--- src/include/mul_defines.svh ---
`ifndef MUL_DEFINES_SVH
`define MUL_DEFINES_SVH

// operand width as seen by the issuing stage
`define MUL_WIDTH 32

// operand width after sign or zero extension
// two extra bits so unsigned operands stay positive in a signed Booth scheme
`define MUL_EXT_WIDTH 34

// radix-4 Booth rows, one per pair of extended multiplier bits
`define MUL_ROWS 17

// compressor columns, twice the operand width plus four
`define MUL_COLS 68

// bits per column: the Booth rows plus the correction row
`define MUL_COL_IN 18

// carries handed from one column to the next
`define MUL_COL_CARRY 15

`endif

--- src/rtl/mulOpPkg.sv ---
package mulOpPkg;

    // operation select for the multiply unit
    // mulW   low word of the product
    // mulHW  high word, both operands signed
    // mulHWU high word, both operands unsigned
    typedef enum logic [1:0] {
        mulW   = 2'd0,
        mulHW  = 2'd1,
        mulHWU = 2'd2
    } mulOp_t;

endpackage

--- src/rtl/mulArithPkg.sv ---
`include "mul_defines.svh"

package mulArithPkg;

    // one partial-product row, already shifted into its columns
    typedef logic [`MUL_COLS-1:0] ppRow_t;

    // Booth rows plus one correction row on top
    // the correction row holds the +1 of every negated row
    typedef ppRow_t [`MUL_COL_IN-1:0] ppArray_t;

    // carries leaving one compressor column for the next
    typedef logic [`MUL_COL_CARRY-1:0] colCarry_t;

endpackage

--- src/rtl/boothEncoder.sv ---
`timescale 1ns/1ps
`include "mul_defines.svh"

module boothEncoder (
    input  logic                   Clk,
    input  logic                   rstN,
    input  logic                   inValid,
    input  mulOpPkg::mulOp_t       op,
    input  logic [`MUL_WIDTH-1:0]  multiplicand,
    input  logic [`MUL_WIDTH-1:0]  multiplier,
    output logic                   ppValid,
    output mulOpPkg::mulOp_t       ppOp,
    output mulArithPkg::ppArray_t  ppRows
);

    // sign bit feeding the extension, forced low for unsigned high word
    logic                      extSign;
    logic [`MUL_EXT_WIDTH-1:0] extA;
    logic [`MUL_EXT_WIDTH-1:0] extB;
    // multiplier with the implicit zero below bit 0
    logic [`MUL_EXT_WIDTH:0]   bPad;
    mulArithPkg::ppArray_t     rowsNext;

    assign extSign = (op != mulOpPkg::mulHWU);
    assign extA    = {{(`MUL_EXT_WIDTH-`MUL_WIDTH){extSign & multiplicand[`MUL_WIDTH-1]}},
                      multiplicand};
    assign extB    = {{(`MUL_EXT_WIDTH-`MUL_WIDTH){extSign & multiplier[`MUL_WIDTH-1]}},
                      multiplier};
    assign bPad    = {extB, 1'b0};

    always_comb begin
        logic [2:0]                grp;
        logic [`MUL_EXT_WIDTH:0]   mag;
        logic [`MUL_EXT_WIDTH:0]   sel;
        logic                      neg;
        mulArithPkg::ppRow_t       rowVal;

        rowsNext = '0;
        for (int i = 0; i < `MUL_ROWS; i++) begin
            grp = bPad[2*i +: 3];
            // magnitude of the digit times the multiplicand
            case (grp)
                3'b001, 3'b010, 3'b101, 3'b110: mag = {extA[`MUL_EXT_WIDTH-1], extA};
                3'b011, 3'b100:                 mag = {extA, 1'b0};
                default:                        mag = '0;
            endcase
            // 111 is a zero digit, not a negative one
            neg = grp[2] & ~(grp[1] & grp[0]);
            // ones complement here, the +1 lands in the correction row
            sel = neg ? ~mag : mag;
            rowVal = {{(`MUL_COLS-`MUL_EXT_WIDTH-1){sel[`MUL_EXT_WIDTH]}}, sel};
            rowsNext[i] = rowVal << (2*i);
            rowsNext[`MUL_ROWS][2*i] = neg;
        end
    end

    // first pipeline register
    always_ff @(posedge Clk or negedge rstN) begin
        if (!rstN) begin
            ppValid <= 1'b0;
            ppOp    <= mulOpPkg::mulW;
            ppRows  <= '0;
        end else begin
            ppValid <= inValid;
            // payload only moves with a real request
            if (inValid) begin
                ppOp   <= op;
                ppRows <= rowsNext;
            end
        end
    end

endmodule

--- src/rtl/wallaceColumn.sv ---
`timescale 1ns/1ps
`include "mul_defines.svh"

module wallaceColumn (
    input  logic [`MUL_COL_IN-1:0] colIn,
    input  mulArithPkg::colCarry_t carryIn,
    output mulArithPkg::colCarry_t carryOut,
    output logic                   sumBit,
    output logic                   carryBit
);

    // one adder per outgoing carry plus the last one for the outputs
    localparam int faCount = `MUL_COL_CARRY + 1;

    // node pool: column bits, incoming carries, then inner sums
    // adder i eats nodes 3i..3i+2, each inner sum is read by a later adder
    logic [3*faCount-1:0] node;
    logic [faCount-1:0]   faSum;
    logic [faCount-1:0]   faCarry;

    assign node[`MUL_COL_IN-1:0]                         = colIn;
    assign node[`MUL_COL_IN +: `MUL_COL_CARRY]           = carryIn;
    assign node[`MUL_COL_IN+`MUL_COL_CARRY +: faCount-1] = faSum[faCount-2:0];

    genvar i;
    generate
        for (i = 0; i < faCount; i++) begin : gFa
            logic a;
            logic b;
            logic c;

            assign a = node[3*i];
            assign b = node[3*i+1];
            assign c = node[3*i+2];
            // plain full adder cell
            assign faSum[i]   = a ^ b ^ c;
            assign faCarry[i] = (a & b) | (b & c) | (a & c);
        end
    endgenerate

    // every carry but the last one moves to the next column
    assign carryOut = faCarry[faCount-2:0];

    // last adder leaves the column's two bits for the final add
    assign sumBit   = faSum[faCount-1];
    assign carryBit = faCarry[faCount-1];

endmodule

--- src/rtl/productStage.sv ---
`timescale 1ns/1ps
`include "mul_defines.svh"

module productStage (
    input  logic                   Clk,
    input  logic                   rstN,
    input  logic                   ppValid,
    input  mulOpPkg::mulOp_t       ppOp,
    input  mulArithPkg::ppArray_t  ppRows,
    output logic                   outValid,
    output logic [`MUL_WIDTH-1:0]  product
);

    // entry k feeds column k, the top entry holds carries past the last column
    mulArithPkg::colCarry_t colCarry [`MUL_COLS+1];
    logic [`MUL_COLS-1:0]   sumVec;
    logic [`MUL_COLS-1:0]   carryVec;
    logic [2*`MUL_WIDTH-1:0] fullProd;
    logic [`MUL_WIDTH-1:0]  prodWord;

    // column 0 has nothing coming in from below
    assign colCarry[0] = '0;

    genvar k;
    genvar r;
    generate
        for (k = 0; k < `MUL_COLS; k++) begin : gCol
            logic [`MUL_COL_IN-1:0] colBits;

            // bit k of every row, correction row included
            for (r = 0; r < `MUL_COL_IN; r++) begin : gBit
                assign colBits[r] = ppRows[r][k];
            end

            wallaceColumn colInst (
                .colIn    (colBits),
                .carryIn  (colCarry[k]),
                .carryOut (colCarry[k+1]),
                .sumBit   (sumVec[k]),
                .carryBit (carryVec[k])
            );
        end
    endgenerate

    // carry-propagate add, column carries weigh one column more
    assign fullProd = sumVec[2*`MUL_WIDTH-1:0]
                    + {carryVec[2*`MUL_WIDTH-2:0], 1'b0};

    // both high-word ops read the same half
    // signedness was settled at operand extension
    assign prodWord = (ppOp == mulOpPkg::mulW) ? fullProd[`MUL_WIDTH-1:0]
                                               : fullProd[2*`MUL_WIDTH-1:`MUL_WIDTH];

    // output register
    always_ff @(posedge Clk or negedge rstN) begin
        if (!rstN) begin
            outValid <= 1'b0;
            product  <= '0;
        end else begin
            outValid <= ppValid;
            if (ppValid) begin
                product <= prodWord;
            end
        end
    end

endmodule

--- src/rtl/mulUnit.sv ---
`timescale 1ns/1ps
`include "mul_defines.svh"

module mulUnit (
    input  logic                  Clk,
    input  logic                  rstN,
    input  logic                  inValid,
    input  mulOpPkg::mulOp_t      op,
    input  logic [`MUL_WIDTH-1:0] multiplicand,
    input  logic [`MUL_WIDTH-1:0] multiplier,
    output logic                  outValid,
    output logic [`MUL_WIDTH-1:0] product
);

    // stage 1 to stage 2
    logic                  ppValid;
    mulOpPkg::mulOp_t      ppOp;
    mulArithPkg::ppArray_t ppRows;

    // extension, Booth rows, first register
    boothEncoder boothEncoder_inst (
        .Clk          (Clk),
        .rstN         (rstN),
        .inValid      (inValid),
        .op           (op),
        .multiplicand (multiplicand),
        .multiplier   (multiplier),
        .ppValid      (ppValid),
        .ppOp         (ppOp),
        .ppRows       (ppRows)
    );

    // column compression, final add, word select, second register
    productStage productStage_inst (
        .Clk      (Clk),
        .rstN     (rstN),
        .ppValid  (ppValid),
        .ppOp     (ppOp),
        .ppRows   (ppRows),
        .outValid (outValid),
        .product  (product)
    );

endmodule

--- config.mk ---
export PLATFORM = sky130hd
export DESIGN_NAME = mulUnit
export DESIGN_NICKNAME = d
export VERILOG_FILES = /design/src/rtl/mulOpPkg.sv /design/src/rtl/mulArithPkg.sv /design/src/rtl/boothEncoder.sv /design/src/rtl/wallaceColumn.sv /design/src/rtl/productStage.sv /design/src/rtl/mulUnit.sv
export VERILOG_INCLUDE_DIRS = /design/src /design/src/include
export SDC_FILE = /design/constraint.sdc
export NUM_CORES = 2
export LEC_CHECK = 0
export BUFFER_PORTS_ARGS = -buffer_cell sky130_fd_sc_hd__buf_4
export CELL_PAD_IN_SITES_DETAIL_PLACEMENT = 1
export CELL_PAD_IN_SITES_GLOBAL_PLACEMENT = 1
export CORE_UTILIZATION = 45
export CTS_CLUSTER_DIAMETER = 50
export DETAILED_ROUTE_END_ITERATION = 6
export HOLD_SLACK_MARGIN = 0.08
export MAX_ROUTING_LAYER = met4
export PLACE_DENSITY_LB_ADDON = 0.25
export REMOVE_ABC_BUFFERS = 1
export SLEW_MARGIN = 10
export SYNTH_ARGS = -nofsm -noshare
export SYNTH_HDL_FRONTEND = slang
export SYNTH_SLANG_ARGS = --single-unit
--- constraint.sdc ---
create_clock -name Clk -period 66.2 [get_ports Clk]
set_input_delay 3.31 -clock Clk [delete_from_list [all_inputs] [get_ports Clk]]
set_output_delay 3.31 -clock Clk [all_outputs]
set_load 0.02 [all_outputs]
==> metrics.md <==
| Metric | Value |
|---|---|
| Worst Clk Skew | `34.7 ps` |
| Vias per cell | `6.15` |
| Worst Setup End Kind | `flop` |
| Final Hold Viols | `0` |
| Met3 Track Usage GR | `7.57%` |
| Critical Path Fanout Max | `4` |
| Core area | `120000 um^2` |
| Max Slew Vio Count | `0` |
| CP max-delay cell | `fa_1` |
| Ports | `102` |
| Post-CTS Resized | `0` |
| Die area | `122000 um^2` |
| GR peak layer | `met2` |
| Combinational family with the most area after synthesis | `adder cells` |
| Hold Path Sink | `boothEncoder_inst.ppRows[1156]` |
| Min Tclk post-route | `48510 ps` |
| Clock Pin Slew Worst Setup and Hold Paths | `50 ps` |
| Fraction of layout cells with a size suffix above 1 | `7.39%` |
| Avg WL per Cell | `28.8 um` |
| Syn. warnings | `0` |
| Drt drc | `0` |
| Total Neg Setup Slack | `0 ps` |
| MaxCap Viol Count | `0` |
| Register-to-Register Path Depth | `135` |
| Avg Synthesized Cell Area | `8.81 um^2` |
| Final setup fails | `0` |
| Syn-to-layout area delta | `9.68%` |
| Unrepaired setup endpoints after global routing | `no` |
| Kind of critical path | `flop to flop` |
| CTS Sinks | `629` |
| Fill cell count | `13804` |
| Max Root-Sink Buffers | `3` |
| Post-CTS Setup Inserts | `0` |
| Port Buf Inserts | `101` |
| Vias in the first global route | `49244` |
| Max_slew headroom | `18.6%` |
| Cells on Worst Hold Path | `1` |
| Adder-cell share of the synthesized area | `25.4%` |
| Worst EP required | `66730 ps` |
| Hold path startpoint | `boothEncoder_inst.ppRows[1156]` |
| Number of synthesized flops with an enable pin | `0` |
| Post-Synth XOR/XNOR Area | `9.87%` |
| Chip Width | `350 um` |
| Total GRT Usage | `37.2%` |
| Drt total wl | `219 mm` |
| Die Y | `350 um` |
| R2r startpoint | `boothEncoder_inst.ppRows[7]` |
| Antenna-violating nets left | `0` |
| Yosys cell types | `68` |
| GRT met1 Usage | `49.9%` |
| Async S/R FF share, synth | `100%` |
| Drt initial violations | `4529` |
| Clock Latency Late Sink | `730 ps` |
| Status | `finished clean` |
| Top FF cell, synth | `dfrtp_1` |
| DP Wirelength | `142 mm` |
| Worst reg-to-reg setup slack | `17690 ps` |
| Slew @ Worst Pin | `1220 ps` |
| Max stage delay on crit path | `530 ps` |
| Post-synthesis simple-gate area fraction | `7.00%` |
| WP data arrival | `49040 ps` |
| Largest net degree at the start of global routing | `226` |
| Clk root buf | `clkbuf_16` |
| Initial antenna violation count | `4` |
| Hold buffers post-CTS | `0` |
| Most frequent cell on the critical path | `fa_1` |
| DRT Pass-1 Iters | `7` |
| Routing usage on met2 | `55.5%` |
| Cell area after synthesis | `54400 um^2` |
| H-tree levels | `3` |
| First-pass GRT wire length | `327 mm` |
| DP Area | `55800 um^2` |
| Syn Inst Count | `6174` |
| CP Launch Type | `flop` |
| Reg-to-Reg End | `productStage_inst.product[31]` |
| GRT overflow | `0` |
| Layout Nets | `6723` |
| #FFs+latches synth | `629` |
| Gpl congestion | `0.950` |
| FP Rows | `127` |
| Post-synthesis compound-gate area fraction | `19.1%` |
| F_max | `20.6 MHz` |
| Post-synthesis mux area share | `0.177%` |
| HP Class | `flop to flop` |
| Detailed-route via count | `46844` |
| Num CTS Buffers | `108` |
| Crit share post-route | `73.3%` |
| Final instance area | `59700 um^2` |
| Starting Density | `45.4%` |
| CTS tree | `built` |
| Register area share after synthesis | `28.9%` |
## cells by family (layout without fill, tap and decap cells)
kind of cell / Yosys count / count (layout)
AO/OA/AOI/OAI: 1874 / 1874
adder cells (fa/ha/maj): 750 / 750
XOR/XNOR: 613 / 613
AND/OR/NAND/NOR: 942 / 942
flip-flops: 629 / 629
other: 0 / 5
multiplexers: 9 / 9
buffers and inverters: 1357 / 1179
## layout make-up
type | instances | area (um^2) | share of cell area, %
Multi-Input combinational cell | 4188 | 33700 | 56.4
Sequential cell | 629 | 15700 | 26.4
Inverter | 799 | 3000 | 5.03
Clock buffer | 133 | 2920 | 4.89
Tap cell | 1612 | 2020 | 3.38
Timing Repair Buffer | 178 | 1380 | 2.31
Clock inverter | 69 | 940 | 1.58
Antenna cell | 5 | 12.5 | 0.0210
## sequential cells by signal, summed over array words and instances, names as in the netlist
signal and cells:
productStage_inst.product 32, productStage_inst.outValid 1, boothEncoder_inst.ppValid 1, boothEncoder_inst.ppRows 593, boothEncoder_inst.ppOp 2
## placed cells by master (no fill, tap or decap), types with 35 or more instances in the layout
master,count
a21o_1,35
a21oi_1,1128
a31oi_1,38
buf_4,174
clkbuf_16,109
dfrtp_1,628
fa_1,587
ha_1,163
inv_1,798
nand2_1,136
nand3_1,48
nor2_1,633
nor3_1,42
o21ai_0,130
o22ai_1,468
xnor2_1,528
xor2_1,70
## Yosys cell counts (all sizes together), types with 35 or more instances
library cell / count / area share (%)
nand2: 152 / 1.0
ha: 163 / 3.7
fa: 587 / 22
inv: 798 / 5.5
a21o: 35 / 0.48
o21ai: 131 / 1.2
nor2: 649 / 4.5
nor3: 42 / 0.39
a31oi: 38 / 0.44
a21oi: 1128 / 10
clkbuf: 504 / 3.5
nand3: 49 / 0.46
buf: 52 / 0.50
xor2: 70 / 1.1
o22ai: 468 / 5.4
xnor2: 543 / 8.7
dfrtp: 629 / 29
## metrics by stage
step                      util (%)  worst slack, ps  std cells  hold slack [ps]
after floorplan                  -            19880       5616              484
after CTS                     49.8            17590       7608              517
after global routing          49.8            16130       7612              534
after detailed placement      46.6            17610       7406              503
after global placement        46.6            18600       7406              490
final                         49.8            17690       7613              513
## how the worst max path moves through the flow
stage | cells after the start | start | endpoint | slack [ps]
3_5_place_dp | 135 | boothEncoder_inst.ppRows[7] | productStage_inst.product[31] | 17610
6_report | 135 | boothEncoder_inst.ppRows[7] | productStage_inst.product[31] | 17690
3_3_place_gp | 135 | boothEncoder_inst.ppRows[7] | productStage_inst.product[31] | 18600
4_1_cts | 135 | boothEncoder_inst.ppRows[7] | productStage_inst.product[31] | 17590
5_1_grt | 135 | boothEncoder_inst.ppRows[7] | productStage_inst.product[31] | 16130
2_1_floorplan | 135 | boothEncoder_inst.ppRows[7] | productStage_inst.product[31] | 19880
## critical path: cells and delay by family, from the launching register on
family / cells / cell delay, ps
AOI/OAI and AO/OA: 3 / 480
xor gates and xnor gates: 1 / 140
adders and majority gates: 112 / 46100
buffers and inverters: 18 / 1130
DFF: 1 / 390
and+or+nand+nor: 1 / 80
## per-layer routing
layer / wire, um / share of wire, %
met5: 0 / 0
met3: 20500 / 9.4
met4: 8330 / 3.8
met2: 98100 / 45
met1: 92200 / 42
Power is left out: the tool's default activity adds up to more than one toggle a clock period on the data nets, which glitch-free logic cannot reach.
